===== config.mk =====
export PLATFORM = sky130hd
export DESIGN_NAME = cache_2way
export DESIGN_NICKNAME = d
export VERILOG_FILES = /design/src/rtl/cache_pkg.sv /design/src/rtl/cache_mem_if.sv /design/src/rtl/cache_2way.sv /design/src/rtl/cache_ctrl.sv /design/src/rtl/cache_way.sv
export SDC_FILE = /design/constraint.sdc
export NUM_CORES = 2
export LEC_CHECK = 0
export BUFFER_PORTS_ARGS = -buffer_cell sky130_fd_sc_hd__buf_4
export CELL_PAD_IN_SITES_DETAIL_PLACEMENT = 0
export CELL_PAD_IN_SITES_GLOBAL_PLACEMENT = 1
export CORE_ASPECT_RATIO = 0.5
export CORE_MARGIN = 3
export CORE_UTILIZATION = 49
export DETAILED_ROUTE_END_ITERATION = 8
export GPL_TIMING_DRIVEN = 0
export HOLD_SLACK_MARGIN = 0.05
export PLACE_DENSITY_LB_ADDON = 0.1
export RECOVER_POWER = 100
export SETUP_SLACK_MARGIN = 0.3
export SKIP_CTS_REPAIR_TIMING = 1
export SLEW_MARGIN = 10
export SYNTH_ARGS = -nofsm -noshare
export SYNTH_HDL_FRONTEND = slang
export SYNTH_SLANG_ARGS = --single-unit

===== constraint.sdc =====
create_clock -name clk -period 20.3 [get_ports clk]
set_clock_uncertainty 0.2 [all_clocks]
set_input_delay 3.045 -clock clk [delete_from_list [all_inputs] [get_ports clk]]
set_output_delay 3.045 -clock clk [all_outputs]
set_load 0.03 [all_outputs]

===== src/rtl/cache_pkg.sv =====
package cache_pkg;

	// Host byte address
	localparam int ADDR_W = 32;

	typedef logic [ADDR_W-1:0] addr_t;

	// Encoding follows read_write, 1 means read
	typedef enum logic {
		OP_WRITE = 1'b0,
		OP_READ  = 1'b1
	} cache_op_e;

	// Miss sequencing
	typedef enum logic [1:0] {
		IDLE,       // Waiting for a miss
		WRITE_BACK, // Dirty victim going out
		FILL,       // New line coming in
		DONE        // Line in place, host sees hit
	} ctrl_state_e;

endpackage


===== src/rtl/cache_mem_if.sv =====
`timescale 1ns/100ps

interface cache_mem_if #(
	parameter int WIDTH = 128
);
	// Write-back channel
	logic             write_req;
	cache_pkg::addr_t write_addr;
	logic [WIDTH-1:0] write_data;
	logic             write_ack;

	// Fill channel
	logic             read_req;
	cache_pkg::addr_t read_addr;
	logic [WIDTH-1:0] read_data;
	logic             read_ack;

	modport ctrl (
		output write_req, write_addr, write_data,
		input  write_ack,
		output read_req, read_addr,
		input  read_data, read_ack
	);

	modport mem (
		input  write_req, write_addr, write_data,
		output write_ack,
		input  read_req, read_addr,
		output read_data, read_ack
	);

endinterface


===== src/rtl/cache_2way.sv =====
`timescale 1ns/100ps

module cache_2way #(
	parameter int WIDTH = 128,
	parameter int DEPTH = 4,
	localparam int BYTES = WIDTH / 8
) (
	input  logic             clk,
	input  logic             reset,
	input  cache_pkg::addr_t addr,
	input  logic             read_write,
	input  logic             master_enable,
	input  logic [BYTES-1:0] byte_enable,
	input  logic [WIDTH-1:0] data_in,
	output logic [WIDTH-1:0] data_out,
	output logic             hit,
	output logic             mem_write_req,
	output cache_pkg::addr_t mem_write_addr,
	output logic [WIDTH-1:0] mem_write_data,
	input  logic             mem_write_ack,
	output logic             mem_read_req,
	output cache_pkg::addr_t mem_read_addr,
	input  logic [WIDTH-1:0] mem_read_data,
	input  logic             mem_read_ack
);

	localparam int OFF_W = $clog2(BYTES);
	localparam int IDX_W = $clog2(DEPTH);
	localparam int TAG_W = cache_pkg::ADDR_W - OFF_W - IDX_W;

	logic [1:0]            way_hit;
	logic [1:0]            line_valid;
	logic [1:0]            line_dirty;
	logic [1:0][TAG_W-1:0] line_tag;
	logic [1:0][WIDTH-1:0] line_data;
	logic [1:0]            fill_en;
	logic [1:0]            clear_valid;
	logic [1:0]            way_we;
	cache_pkg::addr_t      fill_addr;
	logic [WIDTH-1:0]      sel_line;
	logic [WIDTH-1:0]      merged;
	logic                  is_read;

	cache_mem_if #(.WIDTH(WIDTH)) mem_if ();

	assign hit     = |way_hit;
	assign is_read = (read_write == cache_pkg::OP_READ);

	for (genvar w = 0; w < 2; w++) begin : g_way
		assign way_we[w] = master_enable && !is_read && way_hit[w];

		cache_way #(.WIDTH(WIDTH), .DEPTH(DEPTH)) u_way (
			.clk         (clk),
			.reset       (reset),
			.addr        (addr),
			.byte_enable (byte_enable),
			.data_in     (data_in),
			.write_en    (way_we[w]),
			.fill_en     (fill_en[w]),
			.fill_addr   (fill_addr),
			.fill_data   (mem_if.read_data),
			.clear_valid (clear_valid[w]),
			.way_hit     (way_hit[w]),
			.line_valid  (line_valid[w]),
			.line_dirty  (line_dirty[w]),
			.line_tag    (line_tag[w]),
			.line_data   (line_data[w])
		);
	end

	cache_ctrl #(.WIDTH(WIDTH), .DEPTH(DEPTH)) u_ctrl (
		.clk           (clk),
		.reset         (reset),
		.master_enable (master_enable),
		.addr          (addr),
		.way_hit       (way_hit),
		.line_valid    (line_valid),
		.line_dirty    (line_dirty),
		.line_tag      (line_tag),
		.line_data     (line_data),
		.fill_en       (fill_en),
		.clear_valid   (clear_valid),
		.fill_addr     (fill_addr),
		.mem           (mem_if.ctrl)
	);

	// Read data shows the line as it stands after a write
	assign sel_line = way_hit[1] ? line_data[1] : line_data[0];

	always_comb begin
		for (int b = 0; b < BYTES; b++) begin
			merged[8*b +: 8] = byte_enable[b] ? data_in[8*b +: 8] : sel_line[8*b +: 8];
		end
	end

	always_ff @(posedge clk) begin
		if (reset)
			data_out <= '0;
		else if (master_enable && hit)
			data_out <= is_read ? sel_line : merged; // Held until the next commit
	end

	// Memory side of the interface onto plain ports
	assign mem_write_req    = mem_if.write_req;
	assign mem_write_addr   = mem_if.write_addr;
	assign mem_write_data   = mem_if.write_data;
	assign mem_if.write_ack = mem_write_ack;
	assign mem_read_req     = mem_if.read_req;
	assign mem_read_addr    = mem_if.read_addr;
	assign mem_if.read_data = mem_read_data;
	assign mem_if.read_ack  = mem_read_ack;

endmodule


===== src/rtl/cache_ctrl.sv =====
`timescale 1ns/100ps

module cache_ctrl #(
	parameter int WIDTH = 128,
	parameter int DEPTH = 4,
	localparam int BYTES = WIDTH / 8,
	localparam int OFF_W = $clog2(BYTES),
	localparam int IDX_W = $clog2(DEPTH),
	localparam int TAG_W = cache_pkg::ADDR_W - OFF_W - IDX_W
) (
	input  logic                  clk,
	input  logic                  reset,
	input  logic                  master_enable,
	input  cache_pkg::addr_t      addr,
	input  logic [1:0]            way_hit,
	input  logic [1:0]            line_valid,
	input  logic [1:0]            line_dirty,
	input  logic [1:0][TAG_W-1:0] line_tag,
	input  logic [1:0][WIDTH-1:0] line_data,
	output logic [1:0]            fill_en,
	output logic [1:0]            clear_valid,
	output cache_pkg::addr_t      fill_addr,
	cache_mem_if.ctrl             mem
);

	cache_pkg::ctrl_state_e state;

	logic [DEPTH-1:0] lru; // Names the least recently used way per index
	logic [IDX_W-1:0] idx;
	logic             any_hit;
	logic             take;
	logic             victim;
	logic             victim_next;
	logic             victim_dirty;

	assign idx     = addr[OFF_W +: IDX_W];
	assign any_hit = |way_hit;

	// Start a miss only from IDLE, one outstanding at a time
	assign take = (state == cache_pkg::IDLE) && master_enable && !any_hit;

	// Invalid way 0, then invalid way 1, else LRU
	always_comb begin
		if (!line_valid[0])
			victim_next = 1'b0;
		else if (!line_valid[1])
			victim_next = 1'b1;
		else
			victim_next = lru[idx];
	end

	assign victim_dirty = line_valid[victim_next] && line_dirty[victim_next];

	always_comb begin
		clear_valid = 2'b00;
		fill_en     = 2'b00;
		clear_valid[victim_next] = take && victim_dirty;
		fill_en[victim] = (state == cache_pkg::FILL) && mem.read_ack; // Line lands on the ack edge
	end

	assign fill_addr = mem.read_addr;

	// Point away from the way just used on every committed hit
	always_ff @(posedge clk) begin
		if (reset)
			lru <= '0;
		else if (master_enable && any_hit)
			lru[idx] <= way_hit[0];
	end

	always_ff @(posedge clk) begin
		if (reset) begin
			state          <= cache_pkg::IDLE;
			victim         <= 1'b0;
			mem.write_req  <= 1'b0;
			mem.write_addr <= '0;
			mem.read_req   <= 1'b0;
			mem.read_addr  <= '0;
		end else begin
			case (state)
				cache_pkg::IDLE: begin
					if (take) begin
						victim        <= victim_next;
						mem.read_addr <= {addr[cache_pkg::ADDR_W-1:OFF_W], {OFF_W{1'b0}}};
						if (victim_dirty) begin
							mem.write_addr <= {line_tag[victim_next], idx, {OFF_W{1'b0}}};
							mem.write_req  <= 1'b1;
							state          <= cache_pkg::WRITE_BACK;
						end else begin
							state <= cache_pkg::FILL;
						end
					end
				end
				cache_pkg::WRITE_BACK: begin
					// Request held until memory takes the line
					if (mem.write_ack) begin
						mem.write_req <= 1'b0;
						state         <= cache_pkg::FILL;
					end
				end
				cache_pkg::FILL: begin
					if (mem.read_ack) begin
						mem.read_req <= 1'b0;
						state        <= cache_pkg::DONE;
					end else begin
						mem.read_req <= 1'b1; // Rises one cycle into FILL
					end
				end
				cache_pkg::DONE: begin
					state <= cache_pkg::IDLE; // Host commits on the hit here
				end
				default: state <= cache_pkg::IDLE;
			endcase
		end
	end

	// Victim line captured for write-back
	always_ff @(posedge clk) begin
		if (take && victim_dirty)
			mem.write_data <= line_data[victim_next];
	end

endmodule


===== src/rtl/cache_way.sv =====
`timescale 1ns/100ps

module cache_way #(
	parameter int WIDTH = 128,
	parameter int DEPTH = 4,
	localparam int BYTES = WIDTH / 8,
	localparam int OFF_W = $clog2(BYTES),
	localparam int IDX_W = $clog2(DEPTH),
	localparam int TAG_W = cache_pkg::ADDR_W - OFF_W - IDX_W
) (
	input  logic             clk,
	input  logic             reset,
	input  cache_pkg::addr_t addr,
	input  logic [BYTES-1:0] byte_enable,
	input  logic [WIDTH-1:0] data_in,
	input  logic             write_en,
	input  logic             fill_en,
	input  cache_pkg::addr_t fill_addr,
	input  logic [WIDTH-1:0] fill_data,
	input  logic             clear_valid,
	output logic             way_hit,
	output logic             line_valid,
	output logic             line_dirty,
	output logic [TAG_W-1:0] line_tag,
	output logic [WIDTH-1:0] line_data
);

	logic [DEPTH-1:0] valid;
	logic [DEPTH-1:0] dirty;
	logic [TAG_W-1:0] tags  [DEPTH];
	logic [WIDTH-1:0] lines [DEPTH];

	logic [IDX_W-1:0] idx;
	logic [TAG_W-1:0] tag;
	logic [IDX_W-1:0] fill_idx;
	logic [TAG_W-1:0] fill_tag;
	logic [WIDTH-1:0] merged;

	// Offset bits are not used, whole lines move
	assign idx      = addr[OFF_W +: IDX_W];
	assign tag      = addr[cache_pkg::ADDR_W-1 -: TAG_W];
	assign fill_idx = fill_addr[OFF_W +: IDX_W];
	assign fill_tag = fill_addr[cache_pkg::ADDR_W-1 -: TAG_W];

	assign line_valid = valid[idx];
	assign line_dirty = dirty[idx];
	assign line_tag   = tags[idx];
	assign line_data  = lines[idx];
	assign way_hit    = line_valid && (line_tag == tag);

	// Byte merge of host data into the stored line
	always_comb begin
		for (int b = 0; b < BYTES; b++) begin
			merged[8*b +: 8] = byte_enable[b] ? data_in[8*b +: 8] : line_data[8*b +: 8];
		end
	end

	always_ff @(posedge clk) begin
		if (reset) begin
			valid <= '0;
			dirty <= '0;
		end else begin
			if (clear_valid)
				valid[idx] <= 1'b0; // Victim on its way out
			if (write_en)
				dirty[idx] <= 1'b1;
			if (fill_en) begin
				valid[fill_idx] <= 1'b1;
				dirty[fill_idx] <= 1'b0;
			end
		end
	end

	always_ff @(posedge clk) begin
		if (write_en)
			lines[idx] <= merged;
		if (fill_en) begin
			lines[fill_idx] <= fill_data;
			tags[fill_idx]  <= fill_tag;
		end
	end

endmodule


# After elaboration in Yosys (flattened, before gate mapping)
# Memories as Yosys holds them, arrays and structs flattened.
# Cells that the tools add are included.
dict set report word_totals {
  reg_bits 337
  latchBits 0
  ramBits 1232
  rom_bits 0
  input_bits 310
  output_inout_bits 323
  wordCells 179
  mem_count 4
}
dict set report classes {
  n_addsub 0
  multipliers 0
  div_mod_pow 0
  order_cmp 8
  n_eq_ne 9
  shifts 0
  muxes 109
  bitwise_logic 12
  n_reduce_logical 24
}
# memory words width rd rd_clocked_by_memory_dff wr line
set memory_table {}
lappend memory_table {{g_way[0].u_way.lines} 4 128 1 0 2 cache_way.sv:31} ;# logic [WIDTH-1:0] lines [DEPTH];
lappend memory_table {{g_way[1].u_way.lines} 4 128 1 0 2 cache_way.sv:31}
lappend memory_table {{g_way[0].u_way.tags} 4 26 1 0 1 cache_way.sv:30} ;# logic [TAG_W-1:0] tags [DEPTH];
lappend memory_table {{g_way[1].u_way.tags} 4 26 1 0 1 cache_way.sv:30}
# op n
set op_table {}
lappend op_table {{two-way mux 128 bit} 4}
lappend op_table {{two-way mux 8 bit} 48}
lappend op_table {{== test 26 bit} 2}
lappend op_table {{two-way mux 26 bit} 2}
lappend op_table {{two-way mux 4 bit} 12}
lappend op_table {{two-way mux 1 bit} 27}
lappend op_table {{AND 4 bit} 4}
lappend op_table {{bitwise OR 4 bit} 4}
lappend op_table {{logical AND 1 bit} 15}
lappend op_table {{binary-select mux 1 bit (select 2 bit)} 5}
lappend op_table {{two-way mux 2 bit} 4}
lappend op_table {{inverter 4 bit} 2}
lappend op_table {{one-hot mux 2 bit (4 select lines)} 1}
lappend op_table {{< comparator 2 x 3 -> 1 bit (second input constant)} 2}
lappend op_table {{AND reduction 3 bit} 2}
lappend op_table {{AND 2 bit} 2}
lappend op_table {{bitwise mux 4 bit} 1}
lappend op_table {{demux 1 bit (select 2 bit)} 2}
lappend op_table {{== test 2 bit (second input constant)} 2}
lappend op_table {{>= comparator 2 x 1 -> 1 bit (second input constant)} 2}
lappend op_table {{< comparator 1 x 2 -> 1 bit (second input constant)} 2}
lappend op_table {{inequality test 2 x 1 -> 1 bit (second input constant)} 2}
lappend op_table {{inequality test 2 bit (second input constant)} 2}
lappend op_table {{AND reduction 4 bit} 1}
lappend op_table {{other kinds (9)} 12}

# Depth between registers and ports, before layout
dict set report depth {
  depth_word 13
  mapped_depth 16
  depth_no_buf 8
}

# Cells and area by module
# Synthesis repeated with hierarchy kept, for this count alone.
dict set report hier_totals {
  cells_unflattened 5745
  area_unflattened_um2 77724.5
}
# module n_inst cells_per_inst area_per_inst_um2 seq_area_each_um2
set by_module_without_submodules {}
lappend by_module_without_submodules {{cache_way at g_way[1].u_way} 1 2201 30709.5 18657.9}
lappend by_module_without_submodules {{cache_way at g_way[0].u_way} 1 2180 30693.2 18657.9}
lappend by_module_without_submodules {cache_ctrl 1 624 9334.0 5144.9}
lappend by_module_without_submodules {cache_2way 1 740 6988.0 2562.5}

# Least setup slack after synthesis
# Ideal clock, no wire load.
dict set report synth_path {
  path_type {in2reg}
  startpoint {input port addr[4]}
  endpoint {memory g_way[1].u_way.lines[1][0], enable pin}
  setup_time_ns 0.792
  t_arrival_ns 14.543
  required_ns 19.308
  setup_slack_ns 4.766
  cell_stages 12
  path_buffers 5
  cell_sequence {buf_2 > buf_2 > buf_4 > mux4_2 > xnor2_1 > nand4_1 > a2111oi_2 > nand4_1 > buf_2 > buf_6 > or2_1 > o21ai_0}
}
# item line
set synth_lines {}
lappend synth_lines {{from (decl)} cache_2way.sv:10} ;# input cache_pkg::addr_t addr,
lappend synth_lines {{to (decl)} cache_way.sv:31}

==> run metrics <==
status=finished with violations; failing checks=max-capacitance violations, max-slew violations; #FFs+latches synth=approximately 1.6k; VDD IR max=0.06062 mV; final net count=6938; Post-Syn Area=roughly 75000 µm²; Final Cell Area=~85000 µm²; Initial Utilization=49.79%; num rows=100; Gate Count Post-Synth=just under 6k; I/O Buffers=~470; leakage=0.02990 µW; minimum clock period=15.25 ns; Main synth FF type=edfxtp_1; Final Max Tran Viols=1027; maxcap violations=43; routability cong.=~0.91; Area contributors post-synth=edfxtp_1, mux4_2, a21oi_1; DRC viols=0; Routed wire per std cell=between 30 and 40 µm; DP Area=82080 µm²; Slew HR=-141.2%; Min-Delay Path Class=reg -> reg; share of the synthesized area in the top cell type=~55%; Synth Warn #=0; clock buffer depth=4; r2r setup slk=just over 10 ns; TNS Setup=0 ns; Area Overhead vs Synth=13.52%; hold_ws=about 0.27 ns; Startpoint Class=input pin; most used cell, CP=clkbuf_1; Worst Max-Slew Pin Slew=between 3 and 4 ns; Synth area leader=edfxtp_1; layout cells sized above 1=between 10 and 15%; vias per inst=~6.4; Avg Inst Size Synth=12.58 µm²; Initial DRT Pass Iterations=8; Via Count=55.91k; slowest stage delay, CP=around 2.3 ns; hold endpoint=data_out[45]; EDFF count, synth=1360; # H-tree levels=4; ANT nets after route=0; RSZ-0062 raised after global routing=false; fmax=approximately 0.066 GHz; reg2reg end=g_way[1].u_way.lines[2][21]; clock root buffer=clkbuf_16; die height=approximately 280 µm; chip width=roughly 560 µm; num ports=633; largest net degree at the start of global routing=45; Yosys cell types=64; Required @ worst endpoint=roughly 20 ns; CTS tree=done; die area=around 160000 µm²; length in cells of the worst reg-to-reg path=12; Setup Viol. Count Final=0; via count of the first global-routing pass=roughly 55k; Core Box Area=between 150000 and 200000 µm²; clk sinks=1569; asr flop ratio synth=0%; commonest non-fill, non-tap cell in the layout=edfxtp_1; DP HPWL=between 150000 and 200000 µm; Hold Fails Final Rpt=0; total CTS buffers=155; final WL=around 270000 µm; first-pass GRT wire length=approximately 380000 µm; Total GRT Usage=33.36%; Setup crit end kind=flop; final period utilization=roughly three quarters; slowest CP cell=o21ai_0; Worst Hold Path Cells=1; post-synthesis sequential area ratio=roughly three fifths; CP Class=in -> reg; later-pin clock latency in the skew report=~0.8 ns; initial antenna violation count=46; pwr/cell area=between 80 and 90 nW/µm²; commonest non-fill, non-tap cells in the layout=edfxtp_1, nor2_1, a21oi_1; worst r2r src=g_way[1].u_way.tags[3][8]; Max FO, Critical Path=17; crit-path cells=clkbuf_1 -> clkbuf_1 -> clkbuf_1 -> clkbuf_1 -> clkbuf_1 -> clkbuf_1 -> clkbuf_1 -> clkbuf_1 -> clkbuf_1 -> nand2_1 -> o21ai_0 -> clkbuf_1 -> clkbuf_1 -> buf_16; Hold Path Origin=data_out[45]; violation count after the first detailed-route iteration=slightly above 7k; gr ovfl total=0; Reg clk slew, reported paths=0.06 ns; arrival time at the worst endpoint=15.53 ns
==> cells by family (layout without fill, tap and decap cells) <==
logic type               Yosys count  after routing  share of synthesized area (%)
AO/OA/AOI/OAI                   1533           1533                          11.69
buffers and inverters            624           1422                          3.483
adder cells (fa/ha/maj)            4              4                        0.06701
flip-flops                      1569           1569                          60.28
XOR/XNOR                          45             45                         0.5277
other                              1             53                       0.005021
multiplexers                     904            904                          17.34
AND/OR/NAND/NOR                 1256           1256                          6.614
==> worst max path at each step <==
stage                                   end  startpoint  cells past startpoint  slack (ns)
6_report        g_way[1].u_way.lines[2][21]     addr[5]                     14        5.05
5_1_grt         g_way[1].u_way.lines[2][24]     addr[5]                     17        4.93
4_1_cts                                 hit     addr[5]                     13        9.22
3_5_place_dp                            hit     addr[5]                     13        9.23
3_3_place_gp   g_way[1].u_way.lines[2][101]     addr[5]                     11       -7.88
2_1_floorplan    g_way[1].u_way.lines[1][0]     addr[4]                     12        4.77
==> where the power goes <==
group / switching [µW] / internal, µW
Sequential: 42.8 / 3660
Combinational: 604 / 313
Clock: 1260 / 1580
Total: 1910 / 5560
==> Yosys cell counts (all sizes together) (8+ instances only) <==
cell,n
nand3,9
mux4,298
nand2,60
a211oi,163
nor2,1105
clkbuf,335
and3,8
o21ai,152
mux2i,469
nand2b,25
a21oi,1039
inv,21
edfxtp,1360
nand4,15
xnor2,39
a31o,129
buf,267
nor3,13
mux2,137
dfxtp,209
==> per-layer routing <==
metal	routed length [µm]	share of wire (%)	up-vias	GRT usage, %
li1	-	-	23790	-
met1	103800	39	28000	45.59
met2	122900	46	3518	51.46
met3	31840	12	591	8.844
met4	10170	3.8	10	12.78
met5	60	0.022	-	0
==> critical path, delay by kind of cell <==
kind | cells | cell delay, ns
buffers and inverters | 12 | 9.87
AO/OA/AOI/OAI | 1 | 2.29
AND/OR/NAND/NOR | 1 | 0.21
==> stage by stage <==
stage               total power (µW)  setup slack, ns  utilization [%]  cells
floorplan                       4343            4.766                -   5943
global placement                4668           -7.885            53.82   8403
detailed placement              4691            9.235            54.71   8456
CTS                             7488            9.215            57.91   8730
global route                    7692            4.927            56.49   8755
finish                          7470            5.046            56.52   8775
==> registers in the layout, indices dropped and copies added, names as in the netlist, 8 cells and up <==
register               cells
u_ctrl.mem.write_data    128
data_out                 128
g_way.u_way.valid          8
u_ctrl.fill_addr          28
g_way.u_way.tags         208
u_ctrl.mem.write_addr     28
g_way.u_way.dirty          8
g_way.u_way.lines       1024
==> cell type report <==
class / count / area (µm²)
fill: 12780 / 65230
sequential: 1569 / 45020
multi-input combinational: 3750 / 27080
clock buffer: 217 / 4347
timing repair buffer: 524 / 2724
tap: 1989 / 2489
buffer: 602 / 2484
clock inverter: 57 / 450.4
antenna: 45 / 112.6
inverter: 22 / 82.58
(Power assumes the default switching activity.)
